**config.mk**
```make
export PLATFORM = sky130hd
export DESIGN_NAME = mrpw_top
export DESIGN_NICKNAME = d
export VERILOG_FILES = /design/src/logic/mrpw_pkg.sv /design/src/logic/mrpw_bank_map.sv /design/src/logic/mrpw_ctrl.sv /design/src/logic/mrpw_sram_1r1w.sv /design/src/logic/mrpw_top.sv
export VERILOG_INCLUDE_DIRS = /design/src /design/src/include
export SDC_FILE = /design/constraint.sdc
export NUM_CORES = 1
export LEC_CHECK = 0
export BUFFER_PORTS_ARGS = -buffer_cell sky130_fd_sc_hd__buf_2
export CAP_MARGIN = 20
export CELL_PAD_IN_SITES_DETAIL_PLACEMENT = 0
export CELL_PAD_IN_SITES_GLOBAL_PLACEMENT = 1
export CORE_MARGIN = 2
export CORE_UTILIZATION = 43
export CTS_BUF_LIST = sky130_fd_sc_hd__clkbuf_4 sky130_fd_sc_hd__clkbuf_8
export CTS_CLUSTER_DIAMETER = 30
export DETAILED_ROUTE_END_ITERATION = 6
export GPL_ROUTABILITY_DRIVEN = 0
export PLACE_DENSITY = 0.7
export SETUP_SLACK_MARGIN = 0.15
export SYNTH_ARGS = -nofsm -noshare
export SYNTH_HDL_FRONTEND = slang
export SYNTH_HIERARCHICAL = 1
export SYNTH_SLANG_ARGS = --single-unit
```
**constraint.sdc**
```tcl
create_clock -name clk -period 4.55 [get_ports clk]
set_input_delay 1.1375 -clock clk [delete_from_list [all_inputs] [get_ports clk]]
set_output_delay 1.1375 -clock clk [all_outputs]
set_load 0.01 [all_outputs]
```
**src/include/mrpw_macros.svh**
```systemverilog
`ifndef MRPW_MACROS_SVH
`define MRPW_MACROS_SVH

`define MRPW_WIDTH      16  // data bits per word
`define MRPW_NUMWRPT    2   // write ports
`define MRPW_NUMRDPT    2   // read ports and replicas

`define MRPW_NUMVBNK    4
`define MRPW_BITVBNK    2   // log2 of banks
`define MRPW_NUMVROW    16  // rows per bank
`define MRPW_BITVROW    4

`define MRPW_SRAM_DELAY 2   // bank read latency in cycles

`endif

```
**src/logic/mrpw_pkg.sv**
```systemverilog
`include "mrpw_macros.svh"

package mrpw_pkg;

  // request from one write port
  typedef struct packed {
    logic                     write;
    logic [`MRPW_BITVBNK-1:0] badr;
    logic [`MRPW_BITVROW-1:0] radr;
    logic [`MRPW_WIDTH-1:0]   din;
  } wr_req_t;

  typedef struct packed {
    logic                     read;
    logic [`MRPW_BITVBNK-1:0] badr;
    logic [`MRPW_BITVROW-1:0] radr;
  } rd_req_t;

  typedef struct packed {
    logic                   vld;
    logic [`MRPW_WIDTH-1:0] dout;  // zero when vld low
  } rd_rsp_t;

  // one write command, shared by every replica of a bank
  typedef struct packed {
    logic                     we;
    logic [`MRPW_BITVROW-1:0] addr;
    logic [`MRPW_WIDTH-1:0]   din;
  } mem_wr_t;

  typedef struct packed {
    logic                     re;
    logic [`MRPW_BITVROW-1:0] addr;
  } mem_rd_t;

  typedef enum logic {
    st_init,  // clearing rows after reset
    st_run
  } ctrl_state_t;

endpackage

```
**src/logic/mrpw_bank_map.sv**
```systemverilog
`timescale 1ns/10ps
`include "mrpw_macros.svh"

module mrpw_bank_map (
  input  logic                    clk,
  input  logic                    rst_n,
  input  mrpw_pkg::wr_req_t       wr_q     [`MRPW_NUMWRPT],
  input  mrpw_pkg::rd_req_t       rd_q     [`MRPW_NUMRDPT],
  input  mrpw_pkg::mem_wr_t       init_wr,
  output mrpw_pkg::mem_wr_t       mem_wr   [`MRPW_NUMVBNK],
  output mrpw_pkg::mem_rd_t       mem_rd   [`MRPW_NUMRDPT][`MRPW_NUMVBNK],
  input  logic [`MRPW_WIDTH-1:0]  mem_dout [`MRPW_NUMRDPT][`MRPW_NUMVBNK],
  output mrpw_pkg::rd_rsp_t       rd_rsp   [`MRPW_NUMRDPT]
);

  logic [`MRPW_NUMWRPT-1:0]     wr_hit   [`MRPW_NUMVBNK];  // port p addresses bank b
  logic [`MRPW_SRAM_DELAY-1:0]  vld_pipe [`MRPW_NUMRDPT];
  logic [`MRPW_BITVBNK-1:0]     bnk_pipe [`MRPW_NUMRDPT][`MRPW_SRAM_DELAY];

  always_comb begin
    for (int b = 0; b < `MRPW_NUMVBNK; b++) begin
      for (int p = 0; p < `MRPW_NUMWRPT; p++) begin
        wr_hit[b][p] = wr_q[p].write && (wr_q[p].badr == `MRPW_BITVBNK'(b));
      end
    end
  end

  // lowest port wins each bank
  always_comb begin
    for (int b = 0; b < `MRPW_NUMVBNK; b++) begin
      mem_wr[b] = '0;
      if (init_wr.we) begin
        mem_wr[b] = init_wr;
      end else begin
        for (int p = `MRPW_NUMWRPT - 1; p >= 0; p--) begin
          if (wr_hit[b][p]) begin
            mem_wr[b].we   = 1'b1;
            mem_wr[b].addr = wr_q[p].radr;
            mem_wr[b].din  = wr_q[p].din;
          end
        end
      end
    end
  end

  // read port p only uses replica p
  always_comb begin
    for (int p = 0; p < `MRPW_NUMRDPT; p++) begin
      for (int b = 0; b < `MRPW_NUMVBNK; b++) begin
        mem_rd[p][b].re   = rd_q[p].read && (rd_q[p].badr == `MRPW_BITVBNK'(b));
        mem_rd[p][b].addr = rd_q[p].radr;
      end
    end
  end

  // valid and bank select follow the sram latency
  always_ff @(posedge clk) begin
    for (int p = 0; p < `MRPW_NUMRDPT; p++) begin
      vld_pipe[p][0] <= rd_q[p].read;
      bnk_pipe[p][0] <= rd_q[p].badr;
      for (int s = 1; s < `MRPW_SRAM_DELAY; s++) begin
        vld_pipe[p][s] <= vld_pipe[p][s-1];
        bnk_pipe[p][s] <= bnk_pipe[p][s-1];
      end
    end
    if (!rst_n) begin
      for (int p = 0; p < `MRPW_NUMRDPT; p++) begin
        vld_pipe[p] <= '0;
      end
    end
  end

  always_comb begin
    for (int p = 0; p < `MRPW_NUMRDPT; p++) begin
      rd_rsp[p].vld = vld_pipe[p][`MRPW_SRAM_DELAY-1];
      if (rd_rsp[p].vld) begin
        rd_rsp[p].dout = mem_dout[p][bnk_pipe[p][`MRPW_SRAM_DELAY-1]];
      end else begin
        rd_rsp[p].dout = '0;
      end
    end
  end

endmodule

```
**src/logic/mrpw_ctrl.sv**
```systemverilog
`timescale 1ns/10ps
`include "mrpw_macros.svh"

module mrpw_ctrl (
  input  logic               clk,
  input  logic               rst_n,
  input  mrpw_pkg::wr_req_t  wr_req [`MRPW_NUMWRPT],
  input  mrpw_pkg::rd_req_t  rd_req [`MRPW_NUMRDPT],
  output mrpw_pkg::wr_req_t  wr_q   [`MRPW_NUMWRPT],
  output mrpw_pkg::rd_req_t  rd_q   [`MRPW_NUMRDPT],
  output mrpw_pkg::mem_wr_t  init_wr,
  output logic               ready
);

  import mrpw_pkg::*;

  ctrl_state_t               state;
  ctrl_state_t               state_nxt;
  logic [`MRPW_BITVROW-1:0]  row;
  logic [`MRPW_BITVROW-1:0]  row_nxt;
  logic                      last_row;
  logic                      accept;

  assign last_row = (row == `MRPW_BITVROW'(`MRPW_NUMVROW - 1));
  assign accept   = (state == st_run);  // strobes pass only once running

  // next state and sweep row
  always_comb begin
    state_nxt = state;
    row_nxt   = row;
    case (state)
      st_init: begin
        row_nxt = row + 1'b1;
        if (last_row) begin
          state_nxt = st_run;
        end
      end
      st_run: begin
        row_nxt = '0;
      end
      default: begin
        state_nxt = st_init;
        row_nxt   = '0;
      end
    endcase
  end

  always_ff @(posedge clk) begin
    if (!rst_n) begin
      state <= st_init;
      row   <= '0;
      ready <= 1'b0;
    end else begin
      state <= state_nxt;
      row   <= row_nxt;
      ready <= (state_nxt == st_run);  // mirrors the run state
    end
  end

  // every bank takes the same row at once
  always_comb begin
    init_wr.we   = (state == st_init);
    init_wr.addr = row;
    init_wr.din  = '0;
  end

  // input register with strobes masked until running
  always_ff @(posedge clk) begin
    for (int p = 0; p < `MRPW_NUMWRPT; p++) begin
      wr_q[p]       <= wr_req[p];
      wr_q[p].write <= wr_req[p].write && accept;
    end
    for (int p = 0; p < `MRPW_NUMRDPT; p++) begin
      rd_q[p]      <= rd_req[p];
      rd_q[p].read <= rd_req[p].read && accept;
    end
    if (!rst_n) begin
      for (int p = 0; p < `MRPW_NUMWRPT; p++) begin
        wr_q[p].write <= 1'b0;
      end
      for (int p = 0; p < `MRPW_NUMRDPT; p++) begin
        rd_q[p].read <= 1'b0;
      end
    end
  end

endmodule

```
**src/logic/mrpw_sram_1r1w.sv**
```systemverilog
`timescale 1ns/10ps

module mrpw_sram_1r1w #(
  parameter int WIDTH   = 16,
  parameter int BITADDR = 4,
  parameter int NUMADDR = 16,
  parameter int DELAY   = 2   // at least 1
) (
  input  logic               clk,
  input  logic               we,
  input  logic [BITADDR-1:0] waddr,
  input  logic [WIDTH-1:0]   din,
  input  logic               re,
  input  logic [BITADDR-1:0] raddr,
  output logic [WIDTH-1:0]   dout
);

  logic [WIDTH-1:0] mem     [NUMADDR];
  logic [WIDTH-1:0] rd_pipe [DELAY];

  always_ff @(posedge clk) begin
    if (we) begin
      mem[waddr] <= din;
    end
  end

  // same-edge write returns old data
  always_ff @(posedge clk) begin
    if (re) begin
      rd_pipe[0] <= mem[raddr];
    end
    for (int s = 1; s < DELAY; s++) begin
      rd_pipe[s] <= rd_pipe[s-1];
    end
  end

  assign dout = rd_pipe[DELAY-1];

endmodule

```
**src/logic/mrpw_top.sv**
```systemverilog
`timescale 1ns/10ps
`include "mrpw_macros.svh"

module mrpw_top (
  input  logic               clk,
  input  logic               rst_n,
  input  mrpw_pkg::wr_req_t  wr_req [`MRPW_NUMWRPT],
  input  mrpw_pkg::rd_req_t  rd_req [`MRPW_NUMRDPT],
  output mrpw_pkg::rd_rsp_t  rd_rsp [`MRPW_NUMRDPT],
  output logic               ready
);

  import mrpw_pkg::*;

  wr_req_t                  wr_q     [`MRPW_NUMWRPT];
  rd_req_t                  rd_q     [`MRPW_NUMRDPT];
  mem_wr_t                  init_wr;
  mem_wr_t                  mem_wr   [`MRPW_NUMVBNK];
  mem_rd_t                  mem_rd   [`MRPW_NUMRDPT][`MRPW_NUMVBNK];
  logic [`MRPW_WIDTH-1:0]   mem_dout [`MRPW_NUMRDPT][`MRPW_NUMVBNK];

  mrpw_ctrl u_ctrl (
    .clk     (clk),
    .rst_n   (rst_n),
    .wr_req  (wr_req),
    .rd_req  (rd_req),
    .wr_q    (wr_q),
    .rd_q    (rd_q),
    .init_wr (init_wr),
    .ready   (ready)
  );

  mrpw_bank_map u_bank_map (
    .clk      (clk),
    .rst_n    (rst_n),
    .wr_q     (wr_q),
    .rd_q     (rd_q),
    .init_wr  (init_wr),
    .mem_wr   (mem_wr),
    .mem_rd   (mem_rd),
    .mem_dout (mem_dout),
    .rd_rsp   (rd_rsp)
  );

  // one full set of banks per read port
  for (genvar p = 0; p < `MRPW_NUMRDPT; p++) begin : g_rep
    for (genvar b = 0; b < `MRPW_NUMVBNK; b++) begin : g_bnk
      mrpw_sram_1r1w #(
        .WIDTH   (`MRPW_WIDTH),
        .BITADDR (`MRPW_BITVROW),
        .NUMADDR (`MRPW_NUMVROW),
        .DELAY   (`MRPW_SRAM_DELAY)
      ) u_sram (
        .clk   (clk),
        .we    (mem_wr[b].we),
        .waddr (mem_wr[b].addr),
        .din   (mem_wr[b].din),
        .re    (mem_rd[p][b].re),
        .raddr (mem_rd[p][b].addr),
        .dout  (mem_dout[p][b])
      );
    end
  end

endmodule

```
==> impl_summary.log <==
INFO  metric placement_rows = 167
INFO  metric critical_path.top_delay_family = flip-flops
INFO  metric largest_net_degree_at_the_start_of_global_routing = 86
INFO  metric synth-edff-count = roughly 2,200
INFO  metric number_of_iterations_in_the_first_detailed_routing_pass = 6
INFO  metric placedCellCount = between 6,000 and 7,000
INFO  metric placement.cell_area = about 94,000 µm²
INFO  metric ys_async_sr_fraction = 0%
INFO  metric critPathMaxFanout = 16
INFO  metric tritoncts_num_sinks = approximately 2,400
INFO  metric vias_per_cell = roughly 5.6
INFO  metric synth_xor_area_share = less than 1%
INFO  metric min_period_over_period = 91.71%
INFO  metric max_capacitance_violation_count = 0
INFO  metric wl_per_cell = roughly 29 µm
INFO  metric synth_top_flop_cell = sky130_fd_sc_hd__edfxtp_1
INFO  metric fin_tns_setup = 0 ns
INFO  metric p_leak = ~34 nW
INFO  metric clk_transition_reported_paths = about 0.070 ns
INFO  metric cts.htree.levels = 5
INFO  metric cts_tree = done
INFO  metric startpoint_type = flip-flop
INFO  metric hold_slack = between 0.15 and 0.2 ns
INFO  metric cts-resized-gates = 0
INFO  metric worstPathCellList = mux4_1 -> and2_1 -> buf_2
INFO  metric multi_input_area = 18,160 µm²
INFO  metric critical_path.n_buffers_inverters = 1
INFO  metric postSynthAreaPerCell = between 20 and 25 µm²
INFO  metric timing.final.crit_period = about 4.2 ns
INFO  metric fin_ws = 0.3771 ns
INFO  metric portBuffers = 96
INFO  metric layout.cells.non_filler = about 7,600
INFO  metric skew = between 0.07 and 0.08 ns
INFO  metric dpl_worst_slack = between 0.8 and 0.9 ns
INFO  metric synth_fa_ha_area_share = 0.01399%
INFO  metric quantity_of_hold_fixing_buffers_added_after_cts = 0
INFO  metric insertion_delay = approximately 1.1 ns
INFO  metric finalInstanceArea = just over 100,000 µm²
INFO  metric synth.lib_cells_used.distinct = 37
INFO  metric postCtsSetupBuffers = 0
INFO  metric post_route_cells_drive_above_1_share = approximately a third
INFO  metric required_arrival_time_at_the_worst_endpoint = 3.41 ns
INFO  metric initial_utilization = 43.24%
INFO  metric filler_cell_count = 16,320
INFO  metric cts_root_buf = sky130_fd_sc_hd__clkbuf_8
INFO  metric finalHoldViolations = 0
INFO  metric drc = 0
INFO  metric synth_compound_gate_area_share = under 10%
INFO  metric vias = approximately 43,000
INFO  metric synth.cell_area = about 89,000 µm²
INFO  metric worstSetupEndpointType = output pin
INFO  metric place_hpwl = ~140,000 µm
INFO  metric die_height = 460.1 µm
INFO  metric run_status = finished clean
INFO  metric remaining_antenna_violation_count_after_routing = 0
INFO  metric die_width = ~460 µm
INFO  metric critical-path-max-stage-delay = ~0.94 ns
INFO  metric final-max-slew-violation-count = 0
INFO  metric setup_viol = 0
INFO  metric rel_slew_slack = about a quarter
INFO  metric global_route.overflow_total = 0
INFO  metric holdPathStages = 1
INFO  metric design.final.nets = 4,633
INFO  metric synth_seq_cells = 2,381
INFO  metric register_area = roughly 69,000 µm²
INFO  metric min_delay_worst_type = input port to flip-flop
INFO  metric fmax = approximately 240 MHz
INFO  metric syn_inst = 4,125
INFO  metric synth_top_family_by_area = multiplexers
INFO  metric crit_type = flip-flop to output pin
INFO  metric cell_depth_of_the_worst_flop_to_flop_path = 7
INFO  metric final_util = around half
INFO  metric synthToLayoutAreaGrowth = 15.15%
INFO  metric worst_slew_pin_slew = roughly 1.1 ns
INFO  metric fp.coreArea = slightly above 200,000 µm²
INFO  metric cts_buffers = between 400 and 500
INFO  metric worstSetupPathDepth = 3
INFO  metric peakVddDrop = approximately 0.30 mV
INFO  metric drt_wl_total = about 220,000 µm
INFO  metric grt_antenna_before_repair = 10
INFO  metric fp.dieArea = 211,700 µm²
INFO  metric ctsLongestPathBuffers = 4
INFO  metric post_synth_and_or_nand_nor_area_fraction = under 10%
INFO  metric ys_warn_count = 6
INFO  metric cp_slowest_cell = sky130_fd_sc_hd__dfxtp_1
INFO  metric worstPathArrival = around 3 ns
INFO  metric power = between 40 and 50 mW
INFO  metric grt_use_total = between 20 and 25%
INFO  metric yosysSeqAreaShare = 77.63%
INFO  metric setup_repair_after_global_routing_missed_its_margin = no
INFO  metric post_synth_mux_area_share = between 10% and 20%
INFO  metric pwr_density_cell = around 470 nW/µm²
INFO  metric drt_iter0_drc = ~4,400
INFO  metric i_o_pin_count = 97
INFO  metric grt_pass1_vias = roughly 43,000
INFO  metric wire_length_of_the_first_global_routing_pass = slightly above 300,000 µm
## cell usage after synthesis (all sizes together) (10+ instances only)
cell type / n / area share [%]
edfxtp: 2176 / 73
mux4: 544 / 14
buf: 294 / 2.5
a22oi: 256 / 2.1
dfxtp: 205 / 4.6
nand2: 201 / 0.84
nor2: 108 / 0.45
clkbuf: 84 / 0.35
o221ai: 80 / 0.78
and2: 44 / 0.31
nor3: 32 / 0.18
nand3b: 19 / 0.16
nor2b: 17 / 0.12
nand2b: 16 / 0.11
nand3: 13 / 0.073
or3b: 10 / 0.098
## power by group
| group | switching, mW | internal (mW) |
|---|---|---|
| registers | 0.169 | 24.4 |
| clock network | 8.74 | 12.4 |
| logic | 1.57 | 0.865 |
## layout make-up
cell class | instances | area share (%)
sequential | 2381 | 67.43
multi-input combinational | 1378 | 17.63
clock buffer | 521 | 6.445
tap | 2704 | 3.284
timing repair buffer | 388 | 2.760
clock inverter | 239 | 2.427
antenna | 5 | 0.01215
inverter | 3 | 0.01093
## sequential cells by signal, summed over array words and instances, names as in the netlist
| name | count |
|---|---|
| g_rep.g_bnk.u_sram/mem | 2048 |
| g_rep.g_bnk.u_sram/rd_pipe | 256 |
| u_ctrl/wr_q | 46 |
| u_ctrl/rd_q | 14 |
| u_bank_map/bnk_pipe | 8 |
| u_bank_map/vld_pipe | 4 |
| u_ctrl/row | 4 |
| u_ctrl/accept | 1 |
## routing by layer
layer | up-vias | global-route usage, % | part of all wire [%]
li1 | 18060 | - | -
met1 | 22560 | 27.33 | 40
met2 | 1778 | 33.18 | 49
met3 | 329 | 3.769 | 6.9
met4 | 2 | 8.421 | 4.0
met5 | - | 0 | 0.0060
## final timing paths
path	slack, ns	to	start
min reg2reg	0.29	g_rep[0].g_bnk[0].u_sram/rd_pipe[0][26]$_DFF_P_	g_rep[0].g_bnk[0].u_sram/rd_pipe[0][10]$_DFFE_PP_
max reg2reg	0.80	g_rep[1].g_bnk[0].u_sram/mem[15][4]$_DFFE_PP_	u_ctrl/wr_q[22]$_SDFF_PN0_
min	0.16	u_ctrl/wr_q[11]$_DFF_P_	wr_req[11]
max	0.38	rd_rsp[20]	u_bank_map/bnk_pipe[0][0]$_DFF_P_
## placed cells by master (no fill, tap or decap), types with 3 or more instances in the layout
cell                         Yosys  routed
sky130_fd_sc_hd__inv_6           0      14
sky130_fd_sc_hd__and2_1         44      44
sky130_fd_sc_hd__or3b_2          8       8
sky130_fd_sc_hd__a22oi_1       256     256
sky130_fd_sc_hd__nor2b_1        17      14
sky130_fd_sc_hd__nor2b_2         0       3
sky130_fd_sc_hd__nand3_1        13      13
sky130_fd_sc_hd__mux4_2        452     452
sky130_fd_sc_hd__nor3_2          0      32
sky130_fd_sc_hd__dfxtp_4         0       4
sky130_fd_sc_hd__o221ai_1       80      10
sky130_fd_sc_hd__bufinv_16       0      47
sky130_fd_sc_hd__clkinv_1        1      75
sky130_fd_sc_hd__clkinvlp_4      0      29
sky130_fd_sc_hd__clkbuf_4        0      85
sky130_fd_sc_hd__mux4_1         92      92
sky130_fd_sc_hd__buf_2          30      96
sky130_fd_sc_hd__dfxtp_1       205     199
sky130_fd_sc_hd__and3_2          5       5
sky130_fd_sc_hd__edfxtp_1     2176    2176
sky130_fd_sc_hd__clkbuf_8        0     436
sky130_fd_sc_hd__nor2_1        108     108
sky130_fd_sc_hd__nand3b_1       19      19
sky130_fd_sc_hd__nand2_1       201     201
sky130_fd_sc_hd__clkinv_2        0      53
sky130_fd_sc_hd__nand2b_1       16      16
sky130_fd_sc_hd__clkinv_4        0      19
sky130_fd_sc_hd__o221ai_2        0      70
sky130_fd_sc_hd__buf_4         204     278
sky130_fd_sc_hd__diode_2         0       5
sky130_fd_sc_hd__conb_1          1      16
sky130_fd_sc_hd__buf_12          2      13
## cells by family after synthesis
group / after synthesis
buffers and inverters: 381
other: 1
flip-flops: 2381
AND/OR/NAND/NOR: 474
multiplexers: 545
adder cells (fa/ha/maj): 1
AO/OA/AOI/OAI: 341
XOR/XNOR: 1
(Power assumes the default switching activity.)
